--- src/trace_pkg.sv ---
////////////////////////////////////////////////////////////////////////////
// Shared sizes and types of the pipeline trace unit
// Every trace module refers to these by trace_pkg:: scoped names
////////////////////////////////////////////////////////////////////////////

`default_nettype none

package trace_pkg;

    // Record slots, the slot is the id modulo the depth
    localparam int unsigned TRACE_DEPTH = 8;
    localparam int unsigned SLOT_W      = $clog2(TRACE_DEPTH);
    localparam int unsigned NUM_STAGES  = 5;

    localparam int unsigned ID_W  = 8;
    localparam int unsigned CYC_W = 16;
    localparam int unsigned CNT_W = 16;

    // Retire strobe comes one cycle after the wb cycle
    localparam int unsigned RETIRE_LAG = 1;

    ////////////////////////////////////////////////////////////////////////////
    // CPU side
    ////////////////////////////////////////////////////////////////////////////

    typedef struct packed {
        logic [31:0] fetch_pc;
        logic [31:0] fetch_instr;
        logic [31:0] ex_result;
        logic [31:0] mem_addr;
        logic [31:0] wb_data;
    } stage_probe_t;

    typedef struct packed {
        logic            valid;
        logic [ID_W-1:0] id;
    } stage_tag_t;

    typedef struct packed {
        stage_tag_t       fetch;
        stage_tag_t       decode;
        stage_tag_t       execute;
        stage_tag_t       memory;
        stage_tag_t       wb;
        logic [CYC_W-1:0] cycle;
    } stage_tags_t;

    ////////////////////////////////////////////////////////////////////////////
    // Records and events
    ////////////////////////////////////////////////////////////////////////////

    typedef struct packed {
        logic [ID_W-1:0]  id;
        logic [31:0]      pc;
        logic [31:0]      instr;
        logic [CYC_W-1:0] fetch_cyc;
        logic [CYC_W-1:0] decode_cyc;
        logic [CYC_W-1:0] execute_cyc;
        logic [CYC_W-1:0] memory_cyc;
        logic [CYC_W-1:0] wb_cyc;
        logic [31:0]      ex_result;
        logic [31:0]      mem_addr;
        logic [31:0]      wb_data;
    } trace_record_t;

    typedef struct packed {
        trace_record_t    rec;
        logic [CYC_W-1:0] latency;
    } retire_record_t;

    typedef enum logic {
        CAUSE_STALL = 1'b0,
        CAUSE_FLUSH = 1'b1
    } hazard_cause_t;

    typedef struct packed {
        hazard_cause_t    cause;
        logic [CYC_W-1:0] cycle;
    } hazard_event_t;

endpackage

`default_nettype wire
--- src/hazard_log.sv ---
////////////////////////////////////////////////////////////////////////////
// Hazard event strobe and saturating stall and flush cycle counters
////////////////////////////////////////////////////////////////////////////

`timescale 1ns/1ps
`default_nettype none

module hazard_log (
    input  logic                          clk,
    input  logic                          rst,
    input  logic                          stall,
    input  logic                          flush,
    input  logic [trace_pkg::CYC_W-1:0]   cycle,
    output logic                          hazard_valid,
    output trace_pkg::hazard_event_t      hazard,
    output logic [trace_pkg::CNT_W-1:0]   stall_count,
    output logic [trace_pkg::CNT_W-1:0]   flush_count
);

    always_ff @(posedge clk) begin
        if (!rst) begin
            hazard_valid <= 1'b0;
            stall_count  <= '0;
            flush_count  <= '0;
        end else begin
            hazard_valid <= stall | flush;
            // Both count when both are high, each stops at all ones
            if (stall && stall_count != '1) begin
                stall_count <= stall_count + 1'b1;
            end
            if (flush && flush_count != '1) begin
                flush_count <= flush_count + 1'b1;
            end
        end
    end

    // Event payload, stall takes the cause when both are high
    always_ff @(posedge clk) begin
        if (stall || flush) begin
            hazard.cause <= stall ? trace_pkg::CAUSE_STALL : trace_pkg::CAUSE_FLUSH;
            hazard.cycle <= cycle;
        end
    end

    a_stall_no_wrap: assert property (@(posedge clk) disable iff (!rst)
        $past(rst) |-> stall_count >= $past(stall_count));

    a_flush_no_wrap: assert property (@(posedge clk) disable iff (!rst)
        $past(rst) |-> flush_count >= $past(flush_count));

endmodule

`default_nettype wire

--- src/pipe_trace_top.sv ---
////////////////////////////////////////////////////////////////////////////
// Pipeline trace unit top, wires the tracker, record buffer,
// hazard log and retire reporter to the CPU probe and stall/flush lines
////////////////////////////////////////////////////////////////////////////

`timescale 1ns/1ps
`default_nettype none

module pipe_trace_top (
    input  logic                          clk,
    input  logic                          rst,
    input  logic                          stall,
    input  logic                          flush,
    input  trace_pkg::stage_probe_t       probe,
    output logic                          retire_valid,
    output trace_pkg::retire_record_t     retire,
    output logic [trace_pkg::CNT_W-1:0]   retire_count,
    output logic                          hazard_valid,
    output trace_pkg::hazard_event_t      hazard,
    output logic [trace_pkg::CNT_W-1:0]   stall_count,
    output logic [trace_pkg::CNT_W-1:0]   flush_count
);

    trace_pkg::stage_tags_t   tags;
    trace_pkg::trace_record_t wb_record;

    stage_tracker u_tracker (
        .clk   (clk),
        .rst   (rst),
        .stall (stall),
        .flush (flush),
        .tags  (tags)
    );

    trace_buffer u_buffer (
        .clk       (clk),
        .rst       (rst),
        .tags      (tags),
        .probe     (probe),
        .wb_record (wb_record)
    );

    // Events are stamped with the same cycle count as the records
    hazard_log u_hazard (
        .clk          (clk),
        .rst          (rst),
        .stall        (stall),
        .flush        (flush),
        .cycle        (tags.cycle),
        .hazard_valid (hazard_valid),
        .hazard       (hazard),
        .stall_count  (stall_count),
        .flush_count  (flush_count)
    );

    retire_reporter u_reporter (
        .clk          (clk),
        .rst          (rst),
        .tags         (tags),
        .wb_record    (wb_record),
        .retire_valid (retire_valid),
        .retire       (retire),
        .retire_count (retire_count)
    );

endmodule

`default_nettype wire

--- src/retire_reporter.sv ---
////////////////////////////////////////////////////////////////////////////
// Registers the finished wb record as a one-cycle retire strobe,
// adds the fetch to retire latency and keeps the retire count
////////////////////////////////////////////////////////////////////////////

`timescale 1ns/1ps
`default_nettype none

module retire_reporter (
    input  logic                          clk,
    input  logic                          rst,
    input  trace_pkg::stage_tags_t        tags,
    input  trace_pkg::trace_record_t      wb_record,
    output logic                          retire_valid,
    output trace_pkg::retire_record_t     retire,
    output logic [trace_pkg::CNT_W-1:0]   retire_count
);

    // Last id sent out, for the ordering check
    logic                       have_prev;
    logic [trace_pkg::ID_W-1:0] prev_id;
    logic [trace_pkg::ID_W-1:0] id_step;

    always_ff @(posedge clk) begin
        if (!rst) begin
            retire_valid <= 1'b0;
            retire_count <= '0;
            have_prev    <= 1'b0;
        end else begin
            retire_valid <= tags.wb.valid;
            if (tags.wb.valid) begin
                retire_count <= retire_count + 1'b1;
            end
            if (retire_valid) begin
                have_prev <= 1'b1;
            end
        end
    end

    ////////////////////////////////////////////////////////////////////////////
    // Record and latency
    ////////////////////////////////////////////////////////////////////////////

    // Stamps wrap modulo 2**CYC_W, plain subtraction stays correct
    always_ff @(posedge clk) begin
        if (tags.wb.valid) begin
            retire.rec     <= wb_record;
            retire.latency <= wb_record.wb_cyc - wb_record.fetch_cyc
                              + trace_pkg::CYC_W'(trace_pkg::RETIRE_LAG);
        end
        if (retire_valid) begin
            prev_id <= retire.rec.id;
        end
    end

    ////////////////////////////////////////////////////////////////////////////
    // Checks
    ////////////////////////////////////////////////////////////////////////////

    // Ids wrap too, so "greater" means a forward step of less than half range
    assign id_step = retire.rec.id - prev_id;

    a_retire_in_order: assert property (@(posedge clk) disable iff (!rst)
        retire_valid && have_prev |-> id_step != '0 && !id_step[trace_pkg::ID_W-1]);

endmodule

`default_nettype wire

--- src/stage_tracker.sv ---
////////////////////////////////////////////////////////////////////////////
// Moves sequence ids down the five stages under stall and flush
// and keeps the free running cycle count used for every stamp
////////////////////////////////////////////////////////////////////////////

`timescale 1ns/1ps
`default_nettype none

module stage_tracker (
    input  logic                   clk,
    input  logic                   rst,
    input  logic                   stall,
    input  logic                   flush,
    output trace_pkg::stage_tags_t tags
);

    trace_pkg::stage_tag_t fetch_q;
    trace_pkg::stage_tag_t decode_q;
    trace_pkg::stage_tag_t execute_q;
    trace_pkg::stage_tag_t memory_q;
    trace_pkg::stage_tag_t wb_q;

    logic [trace_pkg::CYC_W-1:0] cycle_q;

    // Flattened view for the uniqueness check
    logic [trace_pkg::NUM_STAGES-1:0] stage_valid;
    logic [trace_pkg::ID_W-1:0]       stage_id [trace_pkg::NUM_STAGES];
    logic                             id_clash;

    ////////////////////////////////////////////////////////////////////////////
    // Stage movement
    ////////////////////////////////////////////////////////////////////////////

    always_ff @(posedge clk) begin
        if (!rst) begin
            fetch_q   <= '{valid: 1'b1, id: '0};
            decode_q  <= '{valid: 1'b0, id: '0};
            execute_q <= '{valid: 1'b0, id: '0};
            memory_q  <= '{valid: 1'b0, id: '0};
            wb_q      <= '{valid: 1'b0, id: '0};
            cycle_q   <= '0;
        end else begin
            cycle_q <= cycle_q + 1'b1;

            // Back end always drains
            memory_q <= execute_q;
            wb_q     <= memory_q;

            if (stall) begin
                // Fetch and decode hold, bubble into execute
                execute_q.valid <= 1'b0;
            end else if (flush) begin
                fetch_q.id <= fetch_q.id + 1'b1;
                // The instruction just fetched is discarded
                decode_q  <= '{valid: 1'b0, id: fetch_q.id};
                execute_q <= decode_q;
            end else begin
                fetch_q.id <= fetch_q.id + 1'b1;
                decode_q   <= fetch_q;
                execute_q  <= decode_q;
            end
        end
    end

    always_comb begin
        tags.fetch   = fetch_q;
        tags.decode  = decode_q;
        tags.execute = execute_q;
        tags.memory  = memory_q;
        tags.wb      = wb_q;
        tags.cycle   = cycle_q;
    end

    ////////////////////////////////////////////////////////////////////////////
    // Checks
    ////////////////////////////////////////////////////////////////////////////

    assign stage_valid = {wb_q.valid, memory_q.valid, execute_q.valid,
                          decode_q.valid, fetch_q.valid};
    assign stage_id = '{fetch_q.id, decode_q.id, execute_q.id, memory_q.id, wb_q.id};

    always_comb begin
        id_clash = 1'b0;
        for (int i = 0; i < trace_pkg::NUM_STAGES; i++) begin
            for (int j = i + 1; j < trace_pkg::NUM_STAGES; j++) begin
                if (stage_valid[i] && stage_valid[j] && stage_id[i] == stage_id[j]) begin
                    id_clash = 1'b1;
                end
            end
        end
    end

    // One instruction can sit in only one stage
    a_unique_ids: assert property (@(posedge clk) disable iff (!rst) !id_clash);

    // A stall in the previous cycle kept decode on the same instruction
    a_stall_holds_decode: assert property (@(posedge clk) disable iff (!rst)
        $past(rst) && $past(stall) |-> decode_q.id == $past(decode_q.id));

endmodule

`default_nettype wire

--- src/trace_buffer.sv ---
////////////////////////////////////////////////////////////////////////////
// Per id record store, stamps cycle and probe value in every valid stage
// The wb slot is presented combinationally with this cycle's wb fields
////////////////////////////////////////////////////////////////////////////

`timescale 1ns/1ps
`default_nettype none

module trace_buffer (
    input  logic                     clk,
    input  logic                     rst,
    input  trace_pkg::stage_tags_t   tags,
    input  trace_pkg::stage_probe_t  probe,
    output trace_pkg::trace_record_t wb_record
);

    trace_pkg::trace_record_t mem [trace_pkg::TRACE_DEPTH];

    logic [trace_pkg::SLOT_W-1:0] fetch_slot;
    logic [trace_pkg::SLOT_W-1:0] decode_slot;
    logic [trace_pkg::SLOT_W-1:0] execute_slot;
    logic [trace_pkg::SLOT_W-1:0] memory_slot;
    logic [trace_pkg::SLOT_W-1:0] wb_slot;

    logic [trace_pkg::NUM_STAGES-1:0] stage_valid;
    logic [trace_pkg::SLOT_W-1:0]     stage_slot [trace_pkg::NUM_STAGES];
    logic                             slot_clash;

    assign fetch_slot   = tags.fetch.id[trace_pkg::SLOT_W-1:0];
    assign decode_slot  = tags.decode.id[trace_pkg::SLOT_W-1:0];
    assign execute_slot = tags.execute.id[trace_pkg::SLOT_W-1:0];
    assign memory_slot  = tags.memory.id[trace_pkg::SLOT_W-1:0];
    assign wb_slot      = tags.wb.id[trace_pkg::SLOT_W-1:0];

    ////////////////////////////////////////////////////////////////////////////
    // Stamping
    ////////////////////////////////////////////////////////////////////////////

    // Held stages are stamped again, so each stamp is the last cycle there
    always_ff @(posedge clk) begin
        if (rst) begin
            if (tags.fetch.valid) begin
                mem[fetch_slot].id        <= tags.fetch.id;
                mem[fetch_slot].pc        <= probe.fetch_pc;
                mem[fetch_slot].instr     <= probe.fetch_instr;
                mem[fetch_slot].fetch_cyc <= tags.cycle;
            end
            if (tags.decode.valid) begin
                mem[decode_slot].decode_cyc <= tags.cycle;
            end
            if (tags.execute.valid) begin
                mem[execute_slot].execute_cyc <= tags.cycle;
                mem[execute_slot].ex_result   <= probe.ex_result;
            end
            if (tags.memory.valid) begin
                mem[memory_slot].memory_cyc <= tags.cycle;
                mem[memory_slot].mem_addr   <= probe.mem_addr;
            end
            if (tags.wb.valid) begin
                mem[wb_slot].wb_cyc  <= tags.cycle;
                mem[wb_slot].wb_data <= probe.wb_data;
            end
        end
    end

    // wb fields are written at this same edge, so bypass them
    always_comb begin
        wb_record         = mem[wb_slot];
        wb_record.wb_cyc  = tags.cycle;
        wb_record.wb_data = probe.wb_data;
    end

    ////////////////////////////////////////////////////////////////////////////
    // Checks
    ////////////////////////////////////////////////////////////////////////////

    assign stage_valid = {tags.wb.valid, tags.memory.valid, tags.execute.valid,
                          tags.decode.valid, tags.fetch.valid};
    assign stage_slot = '{fetch_slot, decode_slot, execute_slot, memory_slot, wb_slot};

    always_comb begin
        slot_clash = 1'b0;
        for (int i = 0; i < trace_pkg::NUM_STAGES; i++) begin
            for (int j = i + 1; j < trace_pkg::NUM_STAGES; j++) begin
                if (stage_valid[i] && stage_valid[j] && stage_slot[i] == stage_slot[j]) begin
                    slot_clash = 1'b1;
                end
            end
        end
    end

    // Depth too small for the ids in flight would overwrite a live record
    a_no_slot_alias: assert property (@(posedge clk) disable iff (!rst) !slot_clash);

endmodule

`default_nettype wire

--- config.mk ---
export PLATFORM = sky130hd
export DESIGN_NAME = pipe_trace_top
export DESIGN_NICKNAME = d
export VERILOG_FILES = /design/src/trace_pkg.sv /design/src/hazard_log.sv /design/src/pipe_trace_top.sv /design/src/retire_reporter.sv /design/src/stage_tracker.sv /design/src/trace_buffer.sv
export SDC_FILE = /design/constraint.sdc
export NUM_CORES = 1
export LEC_CHECK = 0
export ABC_AREA = 0
export BUFFER_PORTS_ARGS = -buffer_cell sky130_fd_sc_hd__buf_2
export CAP_MARGIN = 10
export CELL_PAD_IN_SITES_DETAIL_PLACEMENT = 0
export CELL_PAD_IN_SITES_GLOBAL_PLACEMENT = 1
export CORE_AREA = 5 5 547 549
export DETAILED_ROUTE_END_ITERATION = 10
export DIE_AREA = 0 0 552 554
export MAX_ROUTING_LAYER = met4
export PLACE_DENSITY = 0.46
export SYNTH_ARGS = -nofsm -noshare
export SYNTH_HDL_FRONTEND = slang
export SYNTH_SLANG_ARGS = --single-unit
export TNS_END_PERCENT = 30
--- constraint.sdc ---
create_clock -name clk -period 10.1 [get_ports clk]
set_input_delay 2.525 -clock clk [delete_from_list [all_inputs] [get_ports clk]]
set_output_delay 2.525 -clock clk [all_outputs]
set_load 0.01 [all_outputs]
==> impl_metrics.prom, run 1 <==
# TYPE chip_impl_metric gauge
chip_impl_info{name="setup_crit_end_kind",value="flip-flop"} 1
chip_impl_metric{name="grt_max_degree",unit=""} 112
chip_impl_metric{name="die_y",unit="µm"} 554
chip_impl_metric{name="grt-ovfl-total",unit=""} 0
chip_impl_metric{name="h_tree_depth",unit=""} 4
chip_impl_info{name="critPathLaunchType",value="flip-flop"} 1
chip_impl_metric{name="vdd_drop_max",unit="mV"} 0.138
chip_impl_metric{name="drc",unit=""} 0
chip_impl_metric{name="io_buf_count",unit=""} 494
chip_impl_metric{name="muxShareOfSynthArea",unit="%"} 15.5
chip_impl_metric{name="worst_skew_pair_later_pin_latency",unit="ns"} 0.89
chip_impl_metric{name="clk_pin_slew_worst_paths",unit="ns"} 0.06
chip_impl_metric{name="yosysTopAreaCellShare",unit="%"} 77.2
chip_impl_metric{name="post_synth.cell_area_avg",unit="µm²"} 23.1
chip_impl_metric{name="synth-adder-area-share",unit="%"} 0.609
chip_impl_metric{name="routed_wire_length_per_instance",unit="µm"} 23.3
chip_impl_metric{name="ys_types",unit=""} 54
chip_impl_metric{name="synth-simple-area-share",unit="%"} 1.78
chip_impl_metric{name="post_cts_buffers",unit=""} 0
chip_impl_metric{name="floorplan.die_area",unit="µm²"} 306000
chip_impl_info{name="hp-class",value="reg2reg"} 1
chip_impl_metric{name="place_area",unit="µm²"} 80700
chip_impl_metric{name="setup_viol",unit=""} 0
chip_impl_metric{name="mappedNetlistNets",unit=""} 3362
chip_impl_metric{name="maximum_fanout_along_the_worst_path",unit=""} 52
chip_impl_metric{name="final_design_area_no_fill",unit="µm²"} 88100
chip_impl_metric{name="core_region_area",unit="µm²"} 293000
chip_impl_metric{name="global_route_wire_length_before_repair",unit="µm"} 267000
chip_impl_metric{name="asr_flop_ratio_synth",unit="%"} 0
chip_impl_metric{name="min_period_over_period",unit="%"} 47.0
chip_impl_metric{name="rows",unit=""} 199
chip_impl_metric{name="initial_core_util",unit="%"} 24.9
chip_impl_metric{name="layout-drive-gt1-share",unit="%"} 38.2
chip_impl_metric{name="synth_compound_area_share",unit="%"} 0.457
chip_impl_metric{name="clock_sinks",unit=""} 1971
chip_impl_info{name="synth_top_family_by_area",value="multiplexers"} 1
chip_impl_metric{name="fillCellCount",unit=""} 28600
chip_impl_metric{name="fin_crit",unit="ns"} 4.74
chip_impl_metric{name="max_cap_viol_count",unit=""} 0
chip_impl_metric{name="timing.final.hold_violations",unit=""} 0
chip_impl_info{name="rsz0062_at_grt",value="false"} 1
chip_impl_metric{name="dp_hpwl",unit="µm"} 107000
chip_impl_info{name="most_common_cell_in_the_netlist",value="edfxtp_1"} 1
chip_impl_metric{name="slew-limit-headroom",unit="%"} 25.4
chip_impl_metric{name="num_io_pins",unit=""} 495
chip_impl_info{name="clk_root_buffer_cell",value="clkbuf_16"} 1
chip_impl_metric{name="synth-edff-count",unit=""} 1881
chip_impl_metric{name="postRouteAntennaNets",unit=""} 0
chip_impl_metric{name="yosysWarnings",unit=""} 0
chip_impl_metric{name="grtUsageTotal",unit="%"} 12.2
chip_impl_metric{name="cts_buffers",unit=""} 223
chip_impl_metric{name="routabilityCongestion",unit=""} 0.712
chip_impl_metric{name="static-leakage-power",unit="µW"} 0.0278
chip_impl_metric{name="chipWidth",unit="µm"} 552
chip_impl_metric{name="layout-area-overhead-vs-synth",unit="%"} 20.4
chip_impl_metric{name="skew",unit="ns"} 0.0724
chip_impl_info{name="run_status",value="finished clean"} 1
chip_impl_metric{name="synth-seq-cells",unit=""} 1971
chip_impl_metric{name="area_share_of_xor_xnor_cells_in_the_synthesized_design",unit="%"} 0.826
chip_impl_metric{name="routed-via-count",unit=""} 33500
chip_impl_metric{name="setup_total_negative_slack",unit="ns"} 0
chip_impl_metric{name="drt_wl_total",unit="µm"} 187000
chip_impl_metric{name="yosysSeqAreaShare",unit="%"} 79.7
chip_impl_info{name="synthDominantAreaCellType",value="edfxtp_1"} 1
chip_impl_metric{name="place.detailed.instances",unit=""} 7529
chip_impl_metric{name="critical_path_required",unit="ns"} 10.71
chip_impl_info{name="tritoncts",value="yes"} 1
chip_impl_metric{name="worst_hold_slack",unit="ns"} 0.466
chip_impl_info{name="yosys_most_used_dff",value="edfxtp_1"} 1
chip_impl_metric{name="worst_slew_pin_slew",unit="ns"} 1.12
chip_impl_metric{name="first_global_vias",unit=""} 35500
chip_impl_metric{name="syn-instance-count",unit=""} 3163
chip_impl_metric{name="cts_repair_resize_count",unit=""} 0
chip_impl_metric{name="clock_path_buffers",unit=""} 4
chip_impl_metric{name="max_freq",unit="MHz"} 211
chip_impl_info{name="netlist_top_cells_count",value="1881 x edfxtp_1, 400 x mux4_2, 186 x mux2_2, 95 x nor2_1, 90 x dfxtp_1"} 1
chip_impl_metric{name="power-per-cell-area",unit="nW/µm²"} 198
chip_impl_info{name="worstSetupPathType",value="reg2reg"} 1
chip_impl_metric{name="iteration_0_drc_count_of_the_detailed_router",unit=""} 2267
chip_impl_metric{name="count_of_hold_buffers_inserted_by_post_cts_repair",unit=""} 0
chip_impl_metric{name="arrival",unit="ns"} 5.35
chip_impl_metric{name="via_per_inst",unit=""} 4.20
chip_impl_info{name="synth_top_cells_by_area",value="edfxtp_1 77%, mux4_2 12%, mux2_2 2.9%"} 1
chip_impl_metric{name="maxSlewViolCount",unit=""} 0
chip_impl_metric{name="post_layout_nonfiller_instances",unit=""} 7990
chip_impl_metric{name="finalNetCount",unit=""} 4034
chip_impl_metric{name="antenna_found_initial",unit=""} 93
chip_impl_metric{name="drtPass1Iterations",unit=""} 5
chip_impl_metric{name="netlist_area",unit="µm²"} 73100
## power breakdown
group          total, µW  switching, µW  internal (µW)  leakage, µW
combinational        352            221            132      0.00640
sequential          9050           39.5           9010       0.0179
clock               8020           3340           4680      0.00347
## per-layer routing
| metal | routed length (µm) | vias to the layer above | global-route usage [%] |
|---|---|---|---|
| li1 | - | 14600 | - |
| met1 | 83200 | 17700 | 16.2 |
| met2 | 84300 | 911 | 18.4 |
| met3 | 15000 | 277 | 3.86 |
| met4 | 4020 | 0 | 2.90 |
| met5 | 0 | - | - |
## kinds of logic (layout without fill, tap and decap cells)
kind of cell / Yosys count / in the layout
AO/OA/AOI/OAI: 53 / 53
XOR/XNOR: 69 / 69
adder cells (fa/ha/maj): 35 / 35
buffers and inverters: 160 / 1013
flip-flops: 1971 / 1971
multiplexers: 610 / 610
other: 0 / 55
AND/OR/NAND/NOR: 265 / 265
## cell usage in the layout (no fill, tap or decap), types with 7 or more instances in the layout
cell type	netlist	routed
clkbuf_16	0	225
nand2_1	46	46
clkinv_1	0	49
edfxtp_1	1881	1881
nor2_4	0	14
mux2_2	186	186
clkinvlp_4	0	19
or3_1	7	7
bufinv_16	0	23
inv_6	0	7
mux2i_1	24	24
nor3_1	18	8
o21ai_0	11	11
ha_1	34	34
inv_1	33	32
and2_1	14	14
clkbuf_1	64	40
nand2b_1	13	13
dfxtp_1	90	70
nor3_2	0	10
diode_2	0	55
xor2_1	41	41
buf_2	23	494
nand3_1	27	27
and3_1	9	9
dfxtp_2	0	16
a21oi_1	18	18
nand4_1	15	15
mux4_2	400	400
xnor2_1	28	28
buf_4	1	74
nor2_1	95	81
clkinv_2	0	32
## layout make-up
class / count / area (µm²) / area share (%)
tap: 3919 / 4900 / 5.57
antenna: 55 / 138 / 0.156
sequential: 1971 / 58300 / 66.2
inverter: 33 / 124 / 0.141
multi-input combinational: 1032 / 14200 / 16.1
timing repair buffer: 574 / 3150 / 3.57
clock inverter: 141 / 1450 / 1.65
clock buffer: 265 / 5780 / 6.56
## through the flow
stage          worst slack, ns  util [%]  power (µW)
3_5_place_dp              4.49      27.5        9590
3_3_place_gp              4.56      27.5        9590
5_1_grt                   4.93      30.0       18100
2_1_floorplan            0.604         -        9400
4_1_cts                   5.20      30.0       17800
6_report                  5.36      30.0       17400
## worst max-delay path, stage by stage, from the launching register on
cell       delay [ns]
dfxtp_4          0.91
buf_4            0.87
mux2_2           0.45
ha_1             0.27
inv_1            0.05
ha_1             0.16
inv_1            0.07
fa_1             0.45
nand2b_1         0.18
a21oi_1          0.21
o2111ai_1        0.21
a31oi_1          0.26
a31oi_1          0.14
xor2_1           0.18
## flip-flops by register name (all words and copies together) (netlist names)
register                 count
u_buffer.mem              1600
u_hazard.flush_count        16
u_hazard.hazard             17
u_hazard.hazard_valid        1
u_hazard.stall_count        16
u_reporter.retire          264
u_reporter.retire_count     16
u_reporter.retire_valid      1
u_tracker.cycle_q           16
u_tracker.tags              24
## final timing paths
check	start	endpoint	slack, ns	cells past startpoint
setup / recovery	u_tracker.tags[18]	u_reporter.retire[15]	5.36	13
hold / removal	u_tracker.tags[33]	u_tracker.tags[24]	0.47	1
setup reg to reg	u_tracker.tags[18]	u_reporter.retire[15]	5.36	13
hold reg to reg	u_tracker.tags[33]	u_tracker.tags[24]	0.47	1
Power figures use the tool's default switching activity.
==> run 2: changes to the inputs <==
==> constraint.sdc (replaced) <==
create_clock -name clk -period 4.4 [get_ports clk]
set_input_delay 1.1 -clock clk [delete_from_list [all_inputs] [get_ports clk]]
set_output_delay 1.1 -clock clk [all_outputs]
set_load 0.01 [all_outputs]
==> impl_metrics.prom, run 2 (same netlist as run 1, synthesis figures left out) <==
# TYPE chip_impl_metric gauge
chip_impl_info{name="commonest_non_fill_non_tap_cell_in_the_layout",value="edfxtp_1"} 1
chip_impl_metric{name="routed-via-count",unit=""} 33800
chip_impl_metric{name="initial_core_util",unit="%"} 24.9
chip_impl_info{name="tritoncts",value="yes"} 1
chip_impl_metric{name="place_area",unit="µm²"} 81400
chip_impl_metric{name="post_cts_buffers",unit=""} 0
chip_impl_info{name="regMostFlops",value="u_buffer.mem"} 1
chip_impl_metric{name="clock_path_buffers",unit=""} 4
chip_impl_metric{name="chipWidth",unit="µm"} 552
chip_impl_metric{name="floorplan.die_area",unit="µm²"} 306000
chip_impl_metric{name="static-leakage-power",unit="µW"} 0.0281
chip_impl_metric{name="drc",unit=""} 0
chip_impl_metric{name="drt_wl_total",unit="µm"} 191000
chip_impl_info{name="path_cells",value="buf_12 -> mux4_2 -> mux2i_1 -> ha_1 -> ha_1 -> a21o_1 -> a21oi_1 -> o21ai_1 -> a2111oi_1 -> nor2_1 -> o311ai_1"} 1
chip_impl_metric{name="worst_slew_pin_slew",unit="ns"} 1.06
chip_impl_metric{name="rows",unit=""} 199
chip_impl_metric{name="area_occupied_by_registers",unit="µm²"} 58300
chip_impl_metric{name="max_cap_viol_count",unit=""} 0
chip_impl_metric{name="layout-area-overhead-vs-synth",unit="%"} 21.4
chip_impl_metric{name="clock_sinks",unit=""} 1971
chip_impl_info{name="run_status",value="finished clean"} 1
chip_impl_info{name="critPathLaunchType",value="flip-flop"} 1
chip_impl_metric{name="grt-ovfl-total",unit=""} 0
chip_impl_metric{name="max_freq",unit="MHz"} 260
chip_impl_metric{name="max_stage_delay",unit="ns"} 0.55
chip_impl_metric{name="fin_crit",unit="ns"} 3.84
chip_impl_metric{name="h_tree_depth",unit=""} 4
chip_impl_metric{name="place.detailed.instances",unit=""} 7558
chip_impl_info{name="critical_path.reg2reg.endpoint",value="u_reporter.retire[14]"} 1
chip_impl_metric{name="routabilityCongestion",unit=""} 0.725
chip_impl_info{name="clk_root_buffer_cell",value="clkbuf_16"} 1
chip_impl_metric{name="postRouteAntennaNets",unit=""} 0
chip_impl_metric{name="first_global_vias",unit=""} 36300
chip_impl_metric{name="worstPathBufferInverterCount",unit=""} 1
chip_impl_metric{name="vdd_drop_max",unit="mV"} 0.335
chip_impl_metric{name="power-per-cell-area",unit="nW/µm²"} 453
chip_impl_metric{name="iteration_0_drc_count_of_the_detailed_router",unit=""} 2095
chip_impl_metric{name="core_region_area",unit="µm²"} 293000
chip_impl_metric{name="min_path_cells",unit=""} 1
chip_impl_metric{name="timing.final.hold_violations",unit=""} 0
chip_impl_metric{name="largest_reg_flops",unit=""} 1600
chip_impl_metric{name="worst_r2r_path_depth",unit=""} 11
chip_impl_metric{name="area_of_combinational_cells_with_multiple_inputs",unit="µm²"} 14200
chip_impl_info{name="holdPathEnd",value="u_reporter.retire[43]"} 1
chip_impl_metric{name="clk_pin_slew_worst_paths",unit="ns"} 0.06
chip_impl_metric{name="layout.core_utilization",unit="%"} 30.3
chip_impl_info{name="worstSetupPathType",value="reg2reg"} 1
chip_impl_metric{name="post_layout_nonfiller_instances",unit=""} 8022
chip_impl_metric{name="maxSlewViolCount",unit=""} 0
chip_impl_metric{name="setup_viol",unit=""} 0
chip_impl_metric{name="drtPass1Iterations",unit=""} 4
chip_impl_metric{name="cts_repair_resize_count",unit=""} 0
chip_impl_metric{name="setup_slack",unit="ns"} 0.557
chip_impl_metric{name="skew",unit="ns"} 0.0705
chip_impl_metric{name="slew-limit-headroom",unit="%"} 29.6
chip_impl_info{name="final_cell_mix",value="1881 x edfxtp_1, 494 x buf_2, 400 x mux4_2, 226 x clkbuf_16, 186 x mux2_2"} 1
chip_impl_metric{name="layout-drive-gt1-share",unit="%"} 38.9
chip_impl_metric{name="routed_wire_length_per_instance",unit="µm"} 23.7
chip_impl_metric{name="cts_buffers",unit=""} 224
chip_impl_info{name="min_from",value="probe[27]"} 1
chip_impl_metric{name="arrival",unit="ns"} 4.50
chip_impl_metric{name="via_per_inst",unit=""} 4.21
chip_impl_info{name="rsz0062_at_grt",value="false"} 1
chip_impl_info{name="timing.rr.start",value="u_tracker.tags[16]"} 1
chip_impl_info{name="path_common_cell",value="ha_1"} 1
chip_impl_metric{name="grt_max_degree",unit=""} 131
chip_impl_metric{name="antenna_found_initial",unit=""} 68
chip_impl_metric{name="maximum_fanout_along_the_worst_path",unit=""} 30
chip_impl_metric{name="worst_hold_slack",unit="ns"} 0.389
chip_impl_metric{name="place_worst_setup_slack",unit="ns"} 0.496
chip_impl_metric{name="fillCellCount",unit=""} 28600
chip_impl_metric{name="worst_skew_pair_later_pin_latency",unit="ns"} 0.89
chip_impl_metric{name="die_y",unit="µm"} 554
chip_impl_metric{name="min_period_over_period",unit="%"} 87.3
chip_impl_metric{name="finalNetCount",unit=""} 4064
chip_impl_metric{name="critical_path_required",unit="ns"} 5.06
chip_impl_metric{name="reg2reg_slack",unit="ns"} 0.56
chip_impl_info{name="cpLargestDelayFamily",value="compound AO/OA/AOI/OAI gates"} 1
chip_impl_info{name="critical_path_top_delay_cell",value="mux4_2"} 1
chip_impl_metric{name="num_io_pins",unit=""} 495
chip_impl_metric{name="grtUsageTotal",unit="%"} 12.5
chip_impl_metric{name="count_of_hold_buffers_inserted_by_post_cts_repair",unit=""} 0
chip_impl_metric{name="final_design_area_no_fill",unit="µm²"} 88800
chip_impl_metric{name="dp_hpwl",unit="µm"} 106000
chip_impl_info{name="hp-class",value="in2reg"} 1
chip_impl_metric{name="io_buf_count",unit=""} 494
chip_impl_info{name="setup_crit_end_kind",value="flip-flop"} 1
chip_impl_metric{name="global_route_wire_length_before_repair",unit="µm"} 272000
## run 2: layout make-up
class                   instances  share of cell area [%]
flip-flops and latches       1971                    65.7
multi-input cells            1032                    16.0
clock buffers                 278                    6.67
well taps                    3919                    5.52
repair buffers                603                    4.28
clock inverters               134                    1.58
diodes                         52                   0.147
inverters                      33                   0.139
## run 2: metrics by stage
step | total power, µW | TNS [ns]
finish | 40200 | 0
global route | 41800 | 0
CTS | 41000 | 0
detailed placement | 22100 | 0
global placement | 22000 | 0
floorplan | 21600 | -1100.33
## run 2: layer usage
| metal | global-route usage, % | vias to the layer above | share of wire (%) |
|---|---|---|---|
| met4 | 2.85 | 0 | 2.0 |
| met3 | 4.79 | 272 | 8.9 |
| met5 | - | - | 0 |
| met2 | 18.6 | 892 | 45 |
| met1 | 16.1 | 18000 | 44 |
| li1 | - | 14700 | - |
## run 2: how the worst max path moves through the flow
stage / startpoint / to / slack [ns] / depth (start not counted)
floorplan: rst / u_buffer.mem[7][160] / -1.31 / 3
global placement: u_tracker.tags[16] / u_reporter.retire[14] / 0.41 / 11
detailed placement: u_tracker.tags[16] / u_reporter.retire[14] / 0.50 / 11
CTS: u_tracker.tags[16] / u_reporter.retire[14] / 0.46 / 11
global route: u_tracker.tags[16] / u_reporter.retire[14] / 0.27 / 11
finish: u_tracker.tags[16] / u_reporter.retire[14] / 0.56 / 11
## run 2: worst register-to-register path, delay by kind of cell, from the launching register on
family	cells	cell delay [ns]
AOI/OAI and AO/OA	5	1.29
adders and majority gates	2	0.53
buffers and inverters	1	0.30
DFF	1	0.48
muxes	2	0.90
and+or+nand+nor	1	0.13
## run 2: power by group
part / total [µW] / internal (µW) / switching (µW)
Combinational: 872 / 333 / 540
Clock: 18600 / 11000 / 7640
Sequential: 20800 / 20700 / 65.7
==> run 3: changes to the inputs <==
--- a/config.mk
+++ b/config.mk
@@ -6,15 +6,15 @@
 export NUM_CORES = 1
 export LEC_CHECK = 0
 export ABC_AREA = 0
-export BUFFER_PORTS_ARGS = -buffer_cell sky130_fd_sc_hd__buf_2
 export CAP_MARGIN = 10
 export CELL_PAD_IN_SITES_DETAIL_PLACEMENT = 0
 export CELL_PAD_IN_SITES_GLOBAL_PLACEMENT = 1
 export CORE_AREA = 5 5 547 549
 export DETAILED_ROUTE_END_ITERATION = 10
 export DIE_AREA = 0 0 552 554
+export DONT_BUFFER_PORTS = 1
 export MAX_ROUTING_LAYER = met4
-export PLACE_DENSITY = 0.46
+export PLACE_DENSITY = 0.45
 export SYNTH_ARGS = -nofsm -noshare
 export SYNTH_HDL_FRONTEND = slang
 export SYNTH_SLANG_ARGS = --single-unit
==> impl_metrics.prom, run 3 (same netlist as run 1, synthesis figures left out) <==
# TYPE chip_impl_metric gauge
chip_impl_info{name="commonest_non_fill_non_tap_cell_in_the_layout",value="edfxtp_1"} 1
chip_impl_metric{name="h_tree_depth",unit=""} 4
chip_impl_metric{name="rows",unit=""} 199
chip_impl_metric{name="timing.final.hold_violations",unit=""} 0
chip_impl_metric{name="drc",unit=""} 0
chip_impl_metric{name="first_global_vias",unit=""} 34300
chip_impl_metric{name="power.combinational.fraction",unit="%"} 1.5
chip_impl_metric{name="arrival",unit="ns"} 4.46
chip_impl_metric{name="initial_core_util",unit="%"} 24.9
chip_impl_info{name="worstSetupPathType",value="reg2reg"} 1
chip_impl_metric{name="layout-drive-gt1-share",unit="%"} 29.9
chip_impl_metric{name="worst_hold_slack",unit="ns"} 0.293
chip_impl_metric{name="worst_skew_pair_later_pin_latency",unit="ns"} 0.88
chip_impl_metric{name="largest_reg_flops",unit=""} 1600
chip_impl_metric{name="relative_contribution_of_the_clock_network_to_total_power",unit="%"} 46.7
chip_impl_metric{name="dp_hpwl",unit="µm"} 104000
chip_impl_info{name="clk_root_buffer_cell",value="clkbuf_16"} 1
chip_impl_metric{name="grt-ovfl-total",unit=""} 0
chip_impl_metric{name="drt_wl_total",unit="µm"} 191000
chip_impl_metric{name="finalNetCount",unit=""} 3554
chip_impl_metric{name="maximum_fanout_along_the_worst_path",unit=""} 71
chip_impl_info{name="path_cells",value="buf_4 -> buf_12 -> mux4_2 -> mux2i_1 -> ha_1 -> ha_1 -> inv_1 -> nor3_1 -> a31oi_1 -> a21boi_0 -> o311ai_1"} 1
chip_impl_info{name="path_common_cell",value="ha_1"} 1
chip_impl_metric{name="count_of_hold_buffers_inserted_by_post_cts_repair",unit=""} 0
chip_impl_metric{name="max_stage_delay",unit="ns"} 0.59
chip_impl_metric{name="post_cts_buffers",unit=""} 0
chip_impl_info{name="cpLargestDelayFamily",value="buffers and inverters"} 1
chip_impl_metric{name="min_period_over_period",unit="%"} 87.2
chip_impl_metric{name="power-per-cell-area",unit="nW/µm²"} 466
chip_impl_metric{name="maxSlewViolCount",unit=""} 0
chip_impl_info{name="run_status",value="finished clean"} 1
chip_impl_info{name="rsz0062_at_grt",value="false"} 1
chip_impl_metric{name="routed-via-count",unit=""} 31800
chip_impl_metric{name="iteration_0_drc_count_of_the_detailed_router",unit=""} 2066
chip_impl_metric{name="cts_buffers",unit=""} 226
chip_impl_info{name="hp-class",value="in2reg"} 1
chip_impl_metric{name="num_io_pins",unit=""} 495
chip_impl_info{name="final_cell_mix",value="1881 x edfxtp_1, 400 x mux4_2, 228 x clkbuf_16, 186 x mux2_2, 81 x nor2_1"} 1
chip_impl_metric{name="static-leakage-power",unit="µW"} 0.0260
chip_impl_metric{name="switching_component_of_the_power",unit="µW"} 8240
chip_impl_metric{name="routed_wire_length_per_instance",unit="µm"} 25.6
chip_impl_metric{name="slew-limit-headroom",unit="%"} 30.3
chip_impl_metric{name="drtPass1Iterations",unit=""} 5
chip_impl_metric{name="clock_path_buffers",unit=""} 4
chip_impl_metric{name="vdd_drop_max",unit="mV"} 0.345
chip_impl_info{name="regMostFlops",value="u_buffer.mem"} 1
chip_impl_metric{name="worst_r2r_path_depth",unit=""} 11
chip_impl_metric{name="switching_share",unit="%"} 20.5
chip_impl_metric{name="crit_cells",unit=""} 11
chip_impl_metric{name="cts_repair_resize_count",unit=""} 0
chip_impl_metric{name="postRouteAntennaNets",unit=""} 0
chip_impl_metric{name="internal-power",unit="µW"} 31900
chip_impl_metric{name="io_buf_count",unit=""} 0
chip_impl_metric{name="clock_sinks",unit=""} 1971
chip_impl_metric{name="layout-area-overhead-vs-synth",unit="%"} 17.8
chip_impl_metric{name="max_cap_viol_count",unit=""} 0
chip_impl_metric{name="clk_pin_slew_worst_paths",unit="ns"} 0.06
chip_impl_metric{name="global_route_wire_length_before_repair",unit="µm"} 269000
chip_impl_metric{name="worst_slew_pin_slew",unit="ns"} 1.05
chip_impl_metric{name="max_freq",unit="MHz"} 261
chip_impl_metric{name="worstPathBufferInverterCount",unit=""} 3
chip_impl_metric{name="skew",unit="ns"} 0.0741
chip_impl_metric{name="core_region_area",unit="µm²"} 293000
chip_impl_metric{name="grtUsageTotal",unit="%"} 12.5
chip_impl_metric{name="fin_crit",unit="ns"} 3.84
chip_impl_metric{name="antenna_found_initial",unit=""} 5
chip_impl_metric{name="via_per_inst",unit=""} 4.26
chip_impl_metric{name="final_design_area_no_fill",unit="µm²"} 86100
chip_impl_metric{name="place_area",unit="µm²"} 78700
chip_impl_info{name="critical_path_top_delay_cell",value="mux4_2"} 1
chip_impl_info{name="setup_crit_end_kind",value="flip-flop"} 1
chip_impl_metric{name="seqPwrFrac",unit="%"} 51.8
chip_impl_metric{name="die_y",unit="µm"} 554
chip_impl_metric{name="grt_max_degree",unit=""} 121
chip_impl_info{name="critPathLaunchType",value="flip-flop"} 1
chip_impl_info{name="tritoncts",value="yes"} 1
chip_impl_metric{name="floorplan.die_area",unit="µm²"} 306000
chip_impl_metric{name="routabilityCongestion",unit=""} 0.710
chip_impl_metric{name="min_path_cells",unit=""} 0
chip_impl_metric{name="setup_viol",unit=""} 0
chip_impl_metric{name="critical_path_required",unit="ns"} 5.02
chip_impl_metric{name="chipWidth",unit="µm"} 552
==> run 3: cell types whose count changed in the layout (fill, tap and decap cells not counted), moves of 2 or more <==
cell and change:
buf_2 -494, buf_4 -14, buf_12 -4, clkinvlp_4 -4, clkbuf_1 -3, diode_2 -47
inv_6 +2, clkbuf_16 +2, clkinv_2 -2, bufinv_16 -2, clkinv_1 +13, clkinv_16 +4
==> run 3: area by class of cell <==
type,instances,area (µm²)
Tap cell,3919,4900
Clock buffer,276,5950
Fill cell,28700,207000
Multi-Input combinational cell,1032,14200
Antenna cell,5,12.5
Inverter,33,125
Sequential cell,1971,58300
Clock inverter,143,1460
Timing Repair Buffer,91,1150
==> run 3: layer usage <==
metal  part of all wire [%]  track usage [%]  vias to the layer above
met4                    2.3             3.06                        0
met1                     42             15.5                    17000
li1                       -                -                    13600
met2                     46             18.9                      913
met5                      0                -                        -
met3                    9.9             5.26                      275
==> run 3: worst paths after layout <==
path	start	end	slack [ns]
max	u_tracker.tags[16]	u_reporter.retire[14]	0.56
min reg2reg	u_tracker.tags[33]	u_tracker.tags[24]	0.50
min	probe[138]	u_buffer.mem[3][218]	0.29
max reg2reg	u_tracker.tags[16]	u_reporter.retire[14]	0.56
==> run 3: power by group through the flow <==
stage                     combinational (µW)  clock, µW  sequential [µW]
after floorplan                          387          0            21200
after global placement                   644          0            21200
after detailed placement                 646          0            21200
after CTS                                649      19400            20800
after global routing                     681      20200            20800
final                                    614      18700            20800
==> run 3: metrics by stage <==
stage | util, % | std cells | TNS (ns) | power (µW) | setup slack, ns
global route | 29.4 | 7466 | 0 | 41700 | 0.0794
detailed placement | 26.8 | 7046 | 0 | 21800 | 0.360
global placement | 26.8 | 7046 | 0 | 21800 | 0.322
CTS | 29.4 | 7465 | 0 | 40900 | 0.355
finish | 29.4 | 7470 | 0 | 40100 | 0.564
floorplan | - | 3163 | -1100.33 | 21600 | -1.31
